$ cat src/logic/cpuPkg.sv
package cpuPkg;

    // ----------------------------------------------------------------------
    // Sizes
    // ----------------------------------------------------------------------
    localparam int DataWidth    = 16;
    localparam int RegCount     = 16;
    localparam int RegAddrWidth = 4;
    localparam int InstrWidth   = 19;

    typedef logic signed [DataWidth-1:0]   dataT;
    // Full multiplier width, also used for every execute result
    typedef logic signed [2*DataWidth-1:0] wideT;
    typedef logic [RegAddrWidth-1:0]       regAddrT;

    // ----------------------------------------------------------------------
    // Encodings
    // ----------------------------------------------------------------------
    typedef enum logic [2:0] {
        OpRType = 3'b000,
        OpMult  = 3'b001,
        OpBeq   = 3'b010,
        OpAddi  = 3'b011,
        OpSubi  = 3'b100,
        OpStore = 3'b101,
        OpLoad  = 3'b110,
        OpSlt   = 3'b111
    } opcodeT;

    // Function code sits in the rl field of the register format
    typedef enum logic [3:0] {
        FnAnd = 4'd0,
        FnOr  = 4'd1,
        FnXor = 4'd2,
        FnAdd = 4'd3,
        FnSub = 4'd4
    } funcT;

    typedef struct packed {
        opcodeT  opcode;
        regAddrT rs;
        regAddrT rt;
        regAddrT rd;
        regAddrT rl;
    } rFormatT;

    typedef struct packed {
        opcodeT            opcode;
        regAddrT           rs;
        regAddrT           rt;
        logic signed [7:0] imm;
    } iFormatT;

    typedef union packed {
        rFormatT r;
        iFormatT i;
    } instrT;

    // ----------------------------------------------------------------------
    // Pipeline items
    // ----------------------------------------------------------------------
    typedef struct packed {
        logic    valid;
        opcodeT  opcode;
        funcT    func;
        dataT    rsValue;
        dataT    rtValue;
        dataT    imm;
        regAddrT rd;
        regAddrT rl;
        regAddrT rt;
    } decodedT;

    typedef struct packed {
        logic    valid;
        opcodeT  opcode;
        regAddrT rd;
        regAddrT rl;
        regAddrT rt;
        wideT    result;
    } resultT;

    typedef dataT [RegCount-1:0] regViewT;

endpackage

$ cat src/logic/fetchStage.sv
`timescale 1ns/1ps

module fetchStage (
    input  logic            clk,
    input  logic            rst_n,
    input  logic            inValid,
    input  cpuPkg::instrT   instruction,
    input  cpuPkg::resultT  exItem,
    input  cpuPkg::dataT    rsValue,
    input  cpuPkg::dataT    rtValue,
    output logic            busy,
    output cpuPkg::regAddrT rsIndex,
    output cpuPkg::regAddrT rtIndex,
    output cpuPkg::decodedT decoded
);

    cpuPkg::rFormatT rForm;
    cpuPkg::iFormatT iForm;
    cpuPkg::decodedT decReg;
    cpuPkg::decodedT nextDec;
    logic            decHit;
    logic            exHit;
    logic            accept;

    // True when an item with this opcode will write register idx
    function automatic logic writesReg(
        input cpuPkg::opcodeT  op,
        input cpuPkg::regAddrT rd,
        input cpuPkg::regAddrT rl,
        input cpuPkg::regAddrT rt,
        input cpuPkg::regAddrT idx
    );
        logic hit;
        case (op)
            cpuPkg::OpRType: hit = (rd == idx);
            cpuPkg::OpMult, cpuPkg::OpBeq, cpuPkg::OpSlt: begin
                hit = (rd == idx) || (rl == idx);
            end
            cpuPkg::OpAddi, cpuPkg::OpSubi: hit = (rt == idx);
            default: hit = 1'b0;
        endcase
        return hit;
    endfunction

    assign rForm = instruction.r;
    assign iForm = instruction.i;

    assign rsIndex = rForm.rs;
    assign rtIndex = rForm.rt;

    // ----------------------------------------------------------------------
    // Read-after-write interlock
    // ----------------------------------------------------------------------
    assign decHit = decReg.valid &&
        (writesReg(decReg.opcode, decReg.rd, decReg.rl, decReg.rt, rForm.rs) ||
         writesReg(decReg.opcode, decReg.rd, decReg.rl, decReg.rt, rForm.rt));

    assign exHit = exItem.valid &&
        (writesReg(exItem.opcode, exItem.rd, exItem.rl, exItem.rt, rForm.rs) ||
         writesReg(exItem.opcode, exItem.rd, exItem.rl, exItem.rt, rForm.rt));

    assign busy   = inValid && (decHit || exHit);
    assign accept = inValid && !busy;

    // ----------------------------------------------------------------------
    // Decode register
    // ----------------------------------------------------------------------
    always_comb begin
        nextDec.valid   = accept;
        nextDec.opcode  = rForm.opcode;
        nextDec.func    = cpuPkg::funcT'(rForm.rl);
        nextDec.rsValue = rsValue;
        nextDec.rtValue = rtValue;
        // Sign extend to register width
        nextDec.imm     = cpuPkg::dataT'(iForm.imm);
        nextDec.rd      = rForm.rd;
        nextDec.rl      = rForm.rl;
        nextDec.rt      = rForm.rt;
    end

    always_ff @(posedge clk or negedge rst_n) begin
        if (!rst_n) begin
            decReg <= '0;
        end else begin
            decReg <= nextDec;
        end
    end

    assign decoded = decReg;

    // A stalled instruction never enters the pipeline
    noLoadWhileBusy: assert property (
        @(posedge clk) disable iff (!rst_n) busy |=> !decReg.valid
    ) else $error("decode register loaded while busy");

endmodule

$ cat config.mk
export PLATFORM = sky130hd
export DESIGN_NAME = fetchStage
export DESIGN_NICKNAME = d
export VERILOG_FILES = /design/src/logic/cpuPkg.sv /design/src/logic/fetchStage.sv
export SDC_FILE = /design/constraint.sdc
export NUM_CORES = 1
export LEC_CHECK = 0
export ABC_AREA = 1
export BUFFER_PORTS_ARGS = -buffer_cell sky130_fd_sc_hd__buf_2
export CELL_PAD_IN_SITES_DETAIL_PLACEMENT = 0
export CELL_PAD_IN_SITES_GLOBAL_PLACEMENT = 1
export CORE_MARGIN = 1
export CORE_UTILIZATION = 27
export DETAILED_ROUTE_END_ITERATION = 16
export GPL_TIMING_DRIVEN = 0
export PLACE_DENSITY_LB_ADDON = 0.1
export SYNTH_ARGS = -nofsm -noshare
export SYNTH_HDL_FRONTEND = slang
export SYNTH_SLANG_ARGS = --single-unit
export TNS_END_PERCENT = 30
$ cat constraint.sdc
create_clock -name clk -period 1.6 [get_ports clk]
set_input_delay 0.24 -clock clk [delete_from_list [all_inputs] [get_ports clk]]
set_output_delay 0.24 -clock clk [all_outputs]
set_load 0.01 [all_outputs]
==> impl_metrics.env <==
export IMPL_critPathRequiredTime_ns=1.36
export IMPL_chipWidth_um=96.21
export IMPL_grt_antenna_before_repair=0
export IMPL_first_iter_violations=37
export IMPL_grt_pass1_wl_um=9425
export IMPL_tritoncts="done"
export IMPL_firstDrtPassIters=4
export IMPL_fp_row_count=34
export IMPL_hp_class="in -> reg"
export IMPL_yosysSeqAreaShare_pct=50.13
export IMPL_clock_skew_ns=0.003728
export IMPL_leakage_nw=2.079
export IMPL_syn_cell_area_mm2=0.002396
export IMPL_violations="setup timing"
export IMPL_critPathKind="reg -> out"
export IMPL_maxCapViolations=0
export IMPL_gp_congestion=0.7290
export IMPL_fmax_mhz=557.6
export IMPL_grt_max_degree=49
export IMPL_ant_nets=0
export IMPL_portBuffers=142
export IMPL_cts_root_buf="clkbuf_8"
export IMPL_wl_per_cell_um=10.92
export IMPL_largest_reg_flops=48
export IMPL_synthCells=308
export IMPL_postSynthAreaPerCell_um2=7.779
export IMPL_clock_sinks=48
export IMPL_slew_violations=0
export IMPL_cp_end_kind="primary output"
export IMPL_outcome="finished with violations"
export IMPL_final_hold_violation_count=0
export IMPL_core_area_mm2=0.008636
export IMPL_dpl_hpwl_um=5042
export IMPL_syn_nets=410
export IMPL_mostFrequentLayoutCells="nand2_1 (144), buf_2 (141), dfrtp_1 (45), buf_4 (43), nor2_1 (23)"
export IMPL_vias=2266
export IMPL_stdcell_count=573
export IMPL_power_density_mw_per_mm2=786.8
export IMPL_wirelength_um=6257
export IMPL_grt_pass1_vias=2113
export IMPL_drcViolationCount=0
export IMPL_die_area_mm2=0.009255
export IMPL_antennaDiodeCount=0
export IMPL_cts_buffers=5
export IMPL_area_delta_synth_final_pct=42.35
export IMPL_hold_ws_ns=0.03686
export IMPL_initial_core_util_pct=27.75
export IMPL_synth_distinct_cells=14
export IMPL_drive_gt1_share_pct=46.24
export IMPL_dp_cells=558
export IMPL_crit_arrival_ns=1.55
export IMPL_nets=566
export IMPL_worst_slew_pin_slew_ns=1.045
export IMPL_min_period_over_period_pct=112.1
export IMPL_htreeDepth=2
export IMPL_final_setup_worst_slack_ns=-0.1935
export IMPL_yosys_warnings=0
export IMPL_rsz0062_at_grt="yes"
export IMPL_timing_slew_headroom_pct=30.35
export IMPL_grt_overflow_total=0
export IMPL_finalSetupViolations=1
export IMPL_clk_latency_ns=0.30
export IMPL_io_pins=179
export IMPL_vias_per_cell=3.955
export IMPL_die_height_um=96.21
export IMPL_cts_hold_fix_buffers=0
export IMPL_layout_commonest_cell="nand2_1"
export IMPL_cts_path_max_buffers=2
export IMPL_min_period_ns=1.794
export IMPL_worstSetupStartpointType="flop"
export IMPL_grt_use_total_pct=13.78
export IMPL_ir_drop_uv=668.0
export IMPL_cp_max_fo=4
export IMPL_cts_clk_slew_worst_paths_ns=0.09
export IMPL_ys_seq_elements=48
## critical path, cell delays in order, from the launching register on
cell and delay, ns:
dfrtp_1 0.40, inv_1 0.07, nand2_1 0.05, nand2_1 0.05
nor2_1 0.12, nand2_1 0.06, nand2_1 0.07, nand2_1 0.06
nand3_2 0.07, nand2_2 0.06, a21oi_2 0.11, buf_4 0.14
## final cells by class
cell class	count	area [µm²]
buffer	35	262.8
clock buffer	6	82.58
clock inverter	2	17.52
fill	941	5225
inverter	32	120.1
multi-input combinational	193	822.0
sequential	48	1205
tap	108	135.1
timing repair buffer	149	765.7
## metrics by stage
step	TNS (ns)	worst slack (ns)	instance area, µm²	power (W)	utilization (%)
after floorplan	0	0.1394	2396	0.001643	-
final	-0.1935	-0.1935	3411	0.002684	39.50
after CTS	-0.2249	-0.2249	3408	0.002728	39.47
after global placement	-0.1559	-0.1559	3242	0.001914	37.54
after global routing	-0.3633	-0.3633	3411	0.002837	39.50
after detailed placement	-0.1759	-0.1759	3242	0.001918	37.54
## cells by family after synthesis
| kind of cell | count (synthesis) | share of synthesized area (%) |
|---|---|---|
| and+or+nand+nor | 178 | 28.82 |
| xor gates and xnor gates | 10 | 3.655 |
| buffers and inverters | 67 | 15.98 |
| DFF | 48 | 50.13 |
| AOI/OAI and AO/OA | 5 | 1.410 |
## routing by layer
layer	GRT usage (%)	wire length, µm	vias up
li1	-	-	1182
met1	14.50	2520	996
met2	25.59	3153	83
met3	4.581	522	5
met4	4.478	62	0
met5	0	0	-
## where the power goes
part	internal (W)	leakage, nW	switching [W]	total, W
logic	0.000273	1.47	0.000317	0.000591
registers	0.00128	0.557	0.0000324	0.00131
clock network	0.000362	0.0522	0.000423	0.000785
## synth_stat cells
library cell	count	area, µm²
a21oi_2	1	8.760
buf_4	35	262.8
dfrtp_1	48	1201
inv_1	24	90.09
inv_2	8	30.03
nand2_1	145	544.3
nand2_2	2	12.51
nand3_1	2	10.01
nand3_2	2	20.02
nor2_1	26	97.59
nor2_2	1	6.260
o21a_1	2	15.01
o21ai_0	2	10.01
xor2_1	10	87.58
## repair_timing
item | 4_1_cts | 5_1_grt
hold endpoints to repair | 0 | 0
gates resized for setup | 7 | 3
buffers inserted | 7 | 0
cloned | 0 | 0
pin swaps | 8 | 4
setup endpoints to repair | 1 | 1
## path summary, 6_finish.rpt
path                       slack, ns               endpoint  depth (start not counted)                   from
max reg2reg                     0.40  decoded[67]$_DFF_PN0_                         11   decoded[1]$_DFF_PN0_
min in group asynchronous       0.12   decoded[5]$_DFF_PN0_                          1                  rst_n
max                            -0.19                   busy                         11   decoded[1]$_DFF_PN0_
max in group asynchronous       0.76  decoded[10]$_DFF_PN0_                          1                  rst_n
min                             0.04  decoded[35]$_DFF_PN0_                          1             rtValue[7]
min reg2reg                     0.55  decoded[67]$_DFF_PN0_                          3  decoded[67]$_DFF_PN0_
(Power assumes the default switching activity.)
