`config.mk`:
```
export PLATFORM = sky130hd
export DESIGN_NAME = executeStage
export DESIGN_NICKNAME = d
export VERILOG_FILES = /design/src/logic/cpuPkg.sv /design/src/logic/executeStage.sv
export SDC_FILE = /design/constraint.sdc
export NUM_CORES = 1
export LEC_CHECK = 0
export ABC_AREA = 0
export ABC_CLOCK_PERIOD_IN_PS = 800
export CORE_MARGIN = 5
export CORE_UTILIZATION = 55
export CTS_BUF_LIST = sky130_fd_sc_hd__clkbuf_4 sky130_fd_sc_hd__clkbuf_8 sky130_fd_sc_hd__clkbuf_16
export CTS_CLUSTER_SIZE = 12
export DETAILED_ROUTE_END_ITERATION = 16
export DONT_BUFFER_PORTS = 1
export PLACE_DENSITY_LB_ADDON = 0.15
export SYNTH_ARGS = -nofsm -noshare
export SYNTH_HDL_FRONTEND = slang
export SYNTH_SLANG_ARGS = --single-unit
```
`constraint.sdc`:
```
create_clock -name clk -period 0.8 [get_ports clk]
set_input_delay 0.12 -clock clk [delete_from_list [all_inputs] [get_ports clk]]
set_output_delay 0.12 -clock clk [all_outputs]
set_load 0.02 [all_outputs]
```
`src/logic/cpuPkg.sv`:
```
package cpuPkg;

    // ----------------------------------------------------------------------
    // Sizes
    // ----------------------------------------------------------------------
    localparam int DataWidth    = 16;
    localparam int RegCount     = 16;
    localparam int RegAddrWidth = 4;
    localparam int InstrWidth   = 19;

    typedef logic signed [DataWidth-1:0]   dataT;
    // Full multiplier width, also used for every execute result
    typedef logic signed [2*DataWidth-1:0] wideT;
    typedef logic [RegAddrWidth-1:0]       regAddrT;

    // ----------------------------------------------------------------------
    // Encodings
    // ----------------------------------------------------------------------
    typedef enum logic [2:0] {
        OpRType = 3'b000,
        OpMult  = 3'b001,
        OpBeq   = 3'b010,
        OpAddi  = 3'b011,
        OpSubi  = 3'b100,
        OpStore = 3'b101,
        OpLoad  = 3'b110,
        OpSlt   = 3'b111
    } opcodeT;

    // Function code sits in the rl field of the register format
    typedef enum logic [3:0] {
        FnAnd = 4'd0,
        FnOr  = 4'd1,
        FnXor = 4'd2,
        FnAdd = 4'd3,
        FnSub = 4'd4
    } funcT;

    typedef struct packed {
        opcodeT  opcode;
        regAddrT rs;
        regAddrT rt;
        regAddrT rd;
        regAddrT rl;
    } rFormatT;

    typedef struct packed {
        opcodeT            opcode;
        regAddrT           rs;
        regAddrT           rt;
        logic signed [7:0] imm;
    } iFormatT;

    typedef union packed {
        rFormatT r;
        iFormatT i;
    } instrT;

    // ----------------------------------------------------------------------
    // Pipeline items
    // ----------------------------------------------------------------------
    typedef struct packed {
        logic    valid;
        opcodeT  opcode;
        funcT    func;
        dataT    rsValue;
        dataT    rtValue;
        dataT    imm;
        regAddrT rd;
        regAddrT rl;
        regAddrT rt;
    } decodedT;

    typedef struct packed {
        logic    valid;
        opcodeT  opcode;
        regAddrT rd;
        regAddrT rl;
        regAddrT rt;
        wideT    result;
    } resultT;

    typedef dataT [RegCount-1:0] regViewT;

endpackage

```
`src/logic/executeStage.sv`:
```
`timescale 1ns/1ps

module executeStage (
    input  logic            clk,
    input  logic            rst_n,
    input  cpuPkg::decodedT decoded,
    output cpuPkg::resultT  exItem
);

    cpuPkg::dataT   aluValue;
    cpuPkg::dataT   immValue;
    cpuPkg::wideT   product;
    logic           isEqual;
    logic           isLess;
    cpuPkg::resultT nextItem;

    // ----------------------------------------------------------------------
    // Datapath
    // ----------------------------------------------------------------------
    always_comb begin
        case (decoded.func)
            cpuPkg::FnAnd: aluValue = decoded.rsValue & decoded.rtValue;
            cpuPkg::FnOr:  aluValue = decoded.rsValue | decoded.rtValue;
            cpuPkg::FnXor: aluValue = decoded.rsValue ^ decoded.rtValue;
            cpuPkg::FnAdd: aluValue = decoded.rsValue + decoded.rtValue;
            cpuPkg::FnSub: aluValue = decoded.rsValue - decoded.rtValue;
            // Undefined codes write zero
            default:       aluValue = '0;
        endcase
    end

    // Immediate ops wrap at register width
    assign immValue = (decoded.opcode == cpuPkg::OpSubi) ?
                      decoded.rsValue - decoded.imm :
                      decoded.rsValue + decoded.imm;

    assign product = cpuPkg::wideT'(decoded.rsValue) * cpuPkg::wideT'(decoded.rtValue);

    // Signed compare, both operands are dataT
    assign isEqual = (decoded.rsValue == decoded.rtValue);
    assign isLess  = (decoded.rsValue < decoded.rtValue);

    always_comb begin
        nextItem.valid  = decoded.valid;
        nextItem.opcode = decoded.opcode;
        nextItem.rd     = decoded.rd;
        nextItem.rl     = decoded.rl;
        nextItem.rt     = decoded.rt;
        case (decoded.opcode)
            cpuPkg::OpRType: nextItem.result = cpuPkg::wideT'(aluValue);
            cpuPkg::OpMult:  nextItem.result = product;
            cpuPkg::OpBeq:   nextItem.result = cpuPkg::wideT'(isEqual);
            cpuPkg::OpSlt:   nextItem.result = cpuPkg::wideT'(isLess);
            cpuPkg::OpAddi, cpuPkg::OpSubi: begin
                nextItem.result = cpuPkg::wideT'(immValue);
            end
            default:         nextItem.result = '0;
        endcase
    end

    // ----------------------------------------------------------------------
    // Execute register
    // ----------------------------------------------------------------------
    always_ff @(posedge clk or negedge rst_n) begin
        if (!rst_n) begin
            exItem <= '0;
        end else begin
            exItem <= nextItem;
        end
    end

endmodule

```
==> summary.txt, run 1 <==
Detailed routing
  – Routed WL: 49,500 um
  – DRC viols: 0
  – Routed len/inst: around 22 um
  – Vias/cell: about 5.7
  – DRT antenna net count: 0
  – Initial DRC count: 908
  – First drt pass iteration count: 5
  – Via count: between 10,000 and 15,000

Critical path
  – Critical path type: in2reg
  – Crit path DAT: around 5500 ps
  – CP startpoint kind: primary input
  – CP max FO: 4
  – Endpoint class of the critical path: register
  – Worst EP required: approximately 1000 ps

STA
  – FMAX: 191 MHz
  – Pins Over Slew Limit: 0
  – Hold Vio Cnt, Final: between 40 and 50
  – Slew HR: 0.697
  – Final min period: about 5200 ps
  – Hold_ws: -489 ps
  – Fin crit share: 6.55
  – Worst Tran Pin Value: about 440 ps
  – RSZ-0062 raised after global routing: yes
  – Final setup vio count: 80
  – Worst setup margin: -4440 ps

Floorplanning
  – Site row count: 59
  – Core Area: about 0.026 mm^2
  – Initial Utilization: 0.555
  – DIE HEIGHT: 172 um
  – I/O Pins: between 100 and 150
  – Die width: about 170 um
  – Die area: 0.0295 mm^2

Synthesis
  – Post-synthesis cell type count: 74
  – Share of the yosys chip area belonging to registers: 0.0835
  – Synth area leader: fa_1
  – Ys async rst share: 1.00
  – Most used DFF post-synth: dfrtp_1
  – Top-area cell type share of the netlist area: 0.369
  – Syn avg cell area: between 8 and 9 um^2
  – Syn nets: ~2,200
  – Post-synthesis instance total: approximately 1,700
  – Post-synth EDFFs: 0
  – Synth Warn #: 0
  – Synth Cell Area: 0.0144 mm^2
  – Number of synthesized register bits: 48
  – Top cells by area, synth: fa_1, ha_1, inv_1

CTS
  – Clock Path Buffers: 2
  – Number of H-tree levels: 2
  – Clock sinks: 48
  – Root Driver: clkbuf_16
  – CTS Hold Bufs: 16
  – CTS Buf Count: 5
  – CTS tree: yes
  – Clock Pin Slew Worst Setup and Hold Paths: about 70 ps

Job
  – Max Cap Viol: 0

Min path
  – Hold WC Path Type: in2async

Global route
  – First-pass GRT wire length: just under 80,000 um
  – GRT overflow: 0
  – Largest net degree at the start of global routing: 49
  – Initial antenna violation count: 2
  – Global Route Usage Sum: 0.343
  – Vias in the first global route: around 14,000

Final layout
  – Nets: ~2,400
  – Design area: between 0.015 and 0.02 mm^2
  – Top reg by flops: exItem
  – Max reg flops: 48
  – Regs by FF count: exItem (48)
  – Area delta synth->final: 32.3%
  – Share of cells above drive strength 1: 0.323

Place
  – Setup Slack @ Placement: -5020 ps
  – Placer Congestion: roughly 0.97
  – DP Area: 0.0173 mm^2
  – Post-detail-place hpwl: between 30,000 and 40,000 um
  – Port bufs: 0

Run status
  – Status: complete, but fails checks
  – Failing checks: negative hold slack, negative setup slack
==> layout make-up <==
class	instances	area [um^2]
clock buffer	5	125
tap	335	419
inverter	345	1460
timing repair buffer	345	2840
sequential	48	1260
fill	1919	6880
clock inverter	3	68.8
multi-input combinational	1220	12900
antenna	1	2.50
==> critical path, cell delays in order <==
cell	delay, ps
ha_1	230
fa_1	520
inv_1	50
fa_2	420
fa_1	430
fa_1	490
inv_1	60
fa_1	580
fa_2	460
ha_4	190
a21oi_4	170
o21bai_4	100
or3_1	320
o22a_1	240
buf_6	140
a211oi_4	320
o21bai_1	140
xor2_1	310
a21o_1	160
==> per-layer routing <==
| layer | vias up | track usage | wire length [um] | share of wire |
|---|---|---|---|---|
| met5 | - | 0 | 13 | 0.00026 |
| met4 | 2 | 0.182 | 3460 | 0.070 |
| met3 | 187 | 0.0584 | 3330 | 0.067 |
| met2 | 528 | 0.583 | 24300 | 0.49 |
| met1 | 6462 | 0.419 | 18400 | 0.37 |
| li1 | 5877 | - | - | - |
==> timing repair <==
action                     4_1_cts  5_1_grt
hold endpoints to repair        66       48
setup buffers                   20       15
pin swaps                      108       58
resized for setup              219       70
setup endpoints to repair       80       80
==> layout by cell type (no fill, tap or decap), drive strengths merged, types with 5 or more instances in the layout <==
cell type    count
a211oi           6
nand3           19
xnor2           41
mux2i            5
ha             147
buf            329
a221o            7
or2              5
nand2          170
clkinv          10
o21a            12
a31oi            8
fa             265
nor2           181
o21bai          15
o31ai            8
nor2b           11
o21ai           58
a22oi            7
o41ai            5
a21o            34
clkinvlp         6
inv            330
o211ai           5
dfrtp           48
o2111ai          5
clkbuf           5
or3              6
dlygate4sd3     16
nand2b           8
nor3            27
a21oi           73
xor2            27
==> worst paths after layout <==
check	from	to
worst max-delay path	decoded[33]	exItem[22]
max in group asynchronous	rst_n	exItem[39]
min in group clk	decoded[65]	exItem[1]
worst min-delay path	rst_n	exItem[44]
==> synthesized netlist by cell type, types with 4 or more instances <==
| library cell | number |
|---|---|
| a21o_1 | 34 |
| nand2b_1 | 8 |
| o41ai_1 | 5 |
| o221ai_1 | 4 |
| a21oi_1 | 73 |
| a31oi_1 | 8 |
| buf_1 | 5 |
| nor2b_1 | 11 |
| and3_1 | 4 |
| mux2i_1 | 5 |
| a22oi_1 | 7 |
| o31ai_1 | 7 |
| clkinv_1 | 11 |
| o211ai_1 | 5 |
| o21bai_1 | 15 |
| nor4_1 | 4 |
| o2111ai_1 | 4 |
| inv_1 | 333 |
| nand2_1 | 170 |
| fa_1 | 265 |
| xor2_1 | 27 |
| and2_1 | 4 |
| a221o_1 | 7 |
| xnor2_1 | 40 |
| a211oi_1 | 6 |
| clkbuf_1 | 56 |
| nor2_1 | 181 |
| ha_1 | 147 |
| nor3_1 | 25 |
| o21a_1 | 12 |
| dfrtp_1 | 48 |
| or3_1 | 6 |
| or2_2 | 4 |
| o21ai_0 | 57 |
| nand3_1 | 19 |
==> stage by stage <==
stage,TNS (ps),instances,hold WS [ps],utilization
after detailed placement,-126120,2248,-175,0.669
after global routing,-122300,2302,-497,0.735
after global placement,-125100,2248,-175,0.669
after CTS,-115610,2288,-490,0.721
after floorplan,-113320,1676,-176,-
final,-117720,2302,-489,0.735
==> cells by family after synthesis <==
family,after synthesis,synth area share
compound gates,283,0.132
xor+xnor,68,0.0419
fa+ha+maj,412,0.497
buf+inv,408,0.107
flops,48,0.0835
mux,6,0.00504
simple gates,451,0.134
Power of run 1 is left out: the tool's default activity adds up to more than one toggle a clock period on the data nets, which glitch-free logic cannot reach.
==> inputs of run 2 (changes only) <==
- CORE_ASPECT_RATIO: not set -> 0.9
- PLACE_DENSITY: not set -> 0.74
- PLACE_DENSITY_LB_ADDON: 0.15 -> not set
==> run 2 against run 1 <==
The flow still finishes with violations (negative hold slack, negative setup slack). Global-route usage rose by 0.93 points. Non-clock buffer count rose by 10. Setup slack got worse by 140 ps. Hold slack barely moved. Die area barely moved. Via count rose by 4.1%. Design area rose by 0.95%.
==> summary.txt, run 2 (same netlist as run 1, synthesis figures left out) <==
Floorplanning
  – DIE HEIGHT: ~160 um
  – Site row count: 56
  – I/O Pins: approximately 120
  – Initial Utilization: 0.555
  – Core Area: between 0.02 and 0.03 mm^2
  – Die width: around 180 um
  – Die area: ~0.03 mm^2

CTS
  – Number of H-tree levels: 2
  – Clock Pin Slew Worst Setup and Hold Paths: 70 ps
  – Clock sinks: 48
  – CTS Buf Count: 5
  – Root Driver: clkbuf_16
  – Clock Path Buffers: 2
  – CTS tree: yes

Final layout
  – Util after Layout: 0.741
  – Top reg by flops: exItem
  – Regs by FF count: exItem (48)
  – Final cell count without fillers: between 2,000 and 2,500
  – Share of cells above drive strength 1: 0.326
  – Most common cell after layout, fill and taps aside: buf_4
  – Max reg flops: 48
  – Nets: 2,459
  – Commonest non-fill, non-tap cells in the layout: buf_4, inv_1, fa_1
  – Fill cells: ~1,800
  – Reg area: ~0.0013 mm^2
  – Ant. Diodes: 0
  – Area delta synth->final: 33.6%
  – Area of the multi-input gates: between 0.01 and 0.015 mm^2

Critical path
  – Endpoint class of the critical path: register
  – CP startpoint kind: primary input
  – Critical path type: in2reg
  – Crit path DAT: around 5600 ps
  – CP max FO: 11
  – CP endpoint: exItem[30]
  – Worst EP required: between 900 and 1000 ps
  – Worst Setup SP: decoded[48]

Global route
  – Largest net degree at the start of global routing: 49
  – Vias in the first global route: between 10,000 and 15,000
  – First-pass GRT wire length: approximately 80,000 um
  – Global Route Usage Sum: 0.352
  – GRT overflow: 0
  – Initial antenna violation count: 2

STA
  – Hold_ws: -489 ps
  – Worst setup margin: -4570 ps
  – Fin crit share: 6.72
  – Final setup vio count: 80
  – Hold Vio Cnt, Final: 49
  – RSZ-0062 raised after global routing: yes
  – Final min period: around 5400 ps
  – Pins Over Slew Limit: 0
  – Worst Tran Pin Value: approximately 860 ps
  – FMAX: ~190 MHz
  – Setup TNS: -120,400 ps
  – Slew HR: 0.421

Min path
  – Hold WC Path Type: in2async

Job
  – Max Cap Viol: 0

Run status
  – Status: complete, but fails checks
  – Failing checks: negative hold slack, negative setup slack

Detailed routing
  – Via count: approximately 14,000
  – First drt pass iteration count: 6
  – Routed WL: approximately 53,000 um
  – Initial DRC count: approximately 1,200
  – DRC viols: 0
  – Vias/cell: 5.84
  – Routed len/inst: between 20 and 25 um
  – DRT antenna net count: 0

Place
  – Port bufs: 0
  – Post-detail-place hpwl: roughly 42,000 um
  – Placer Congestion: between 0.9 and 1
  – Placed cell count: 2,269
-- run 2: cell count changes in the layout (fill, tap and decap cells not counted), sizes merged --
cell,change
clkinv,+1
buf,+9
diode,-1
inv,+2
clkinvlp,-1
dlygate4sd3,+1
-- run 2: worst min-delay path by stage --
stage | startpoint | endpoint
floorplan | rst_n | exItem[0]
global placement | rst_n | exItem[29]
detailed placement | rst_n | exItem[31]
CTS | rst_n | exItem[36]
global route | rst_n | exItem[36]
finish | rst_n | exItem[36]
-- run 2: repair_timing --
item                                    in CTS  in global routing
resized for setup                          189                106
gates cloned                                 2                  0
hold buffers                                16                  1
pin swaps                                   72                 94
endpoints found under the hold margin       66                 49
setup buffers                               17                 22
endpoints found under the setup margin      80                 80
-- run 2: layout make-up --
class	count	area share
clock buffers	5	0.00651
inverters	345	0.0770
repair inverters	2	0.00104
repair buffers	355	0.151
well taps	348	0.0227
flip-flops and latches	48	0.0656
clock inverters	3	0.00358
multi-input cells	1220	0.673
-- run 2: metrics by stage --
| stage | setup slack, ps | hold WS, ps | cell area [um^2] |
|---|---|---|---|
| floorplan | -4780 | -176 | 15200 |
| global placement | -4860 | -174 | 17400 |
| detailed placement | -5000 | -174 | 17400 |
| CTS | -4450 | -496 | 18600 |
| global route | -4690 | -500 | 19200 |
| finish | -4570 | -489 | 19200 |
-- run 2: per-layer routing --
metal,up-vias,track usage,share of wire
met4,0,0.151,0.058
met1,6663,0.458,0.38
met5,-,0,0
li1,5895,-,-
met3,228,0.104,0.11
met2,803,0.556,0.45
-- run 2: worst max-delay path, cell delays in order --
cell      delay, ps
clkinv_4         90
nor2_1          240
fa_1            480
inv_1           100
fa_2            460
fa_2            380
fa_1            490
inv_1            60
fa_2            570
fa_2            460
ha_4            190
a21oi_4         180
o21bai_4         90
or3_1           320
o22a_1          260
a21o_1          230
o41ai_4         410
o21ai_2          90
xor2_1          160
a21o_1          150
Power of run 2 is left out for the same reason.
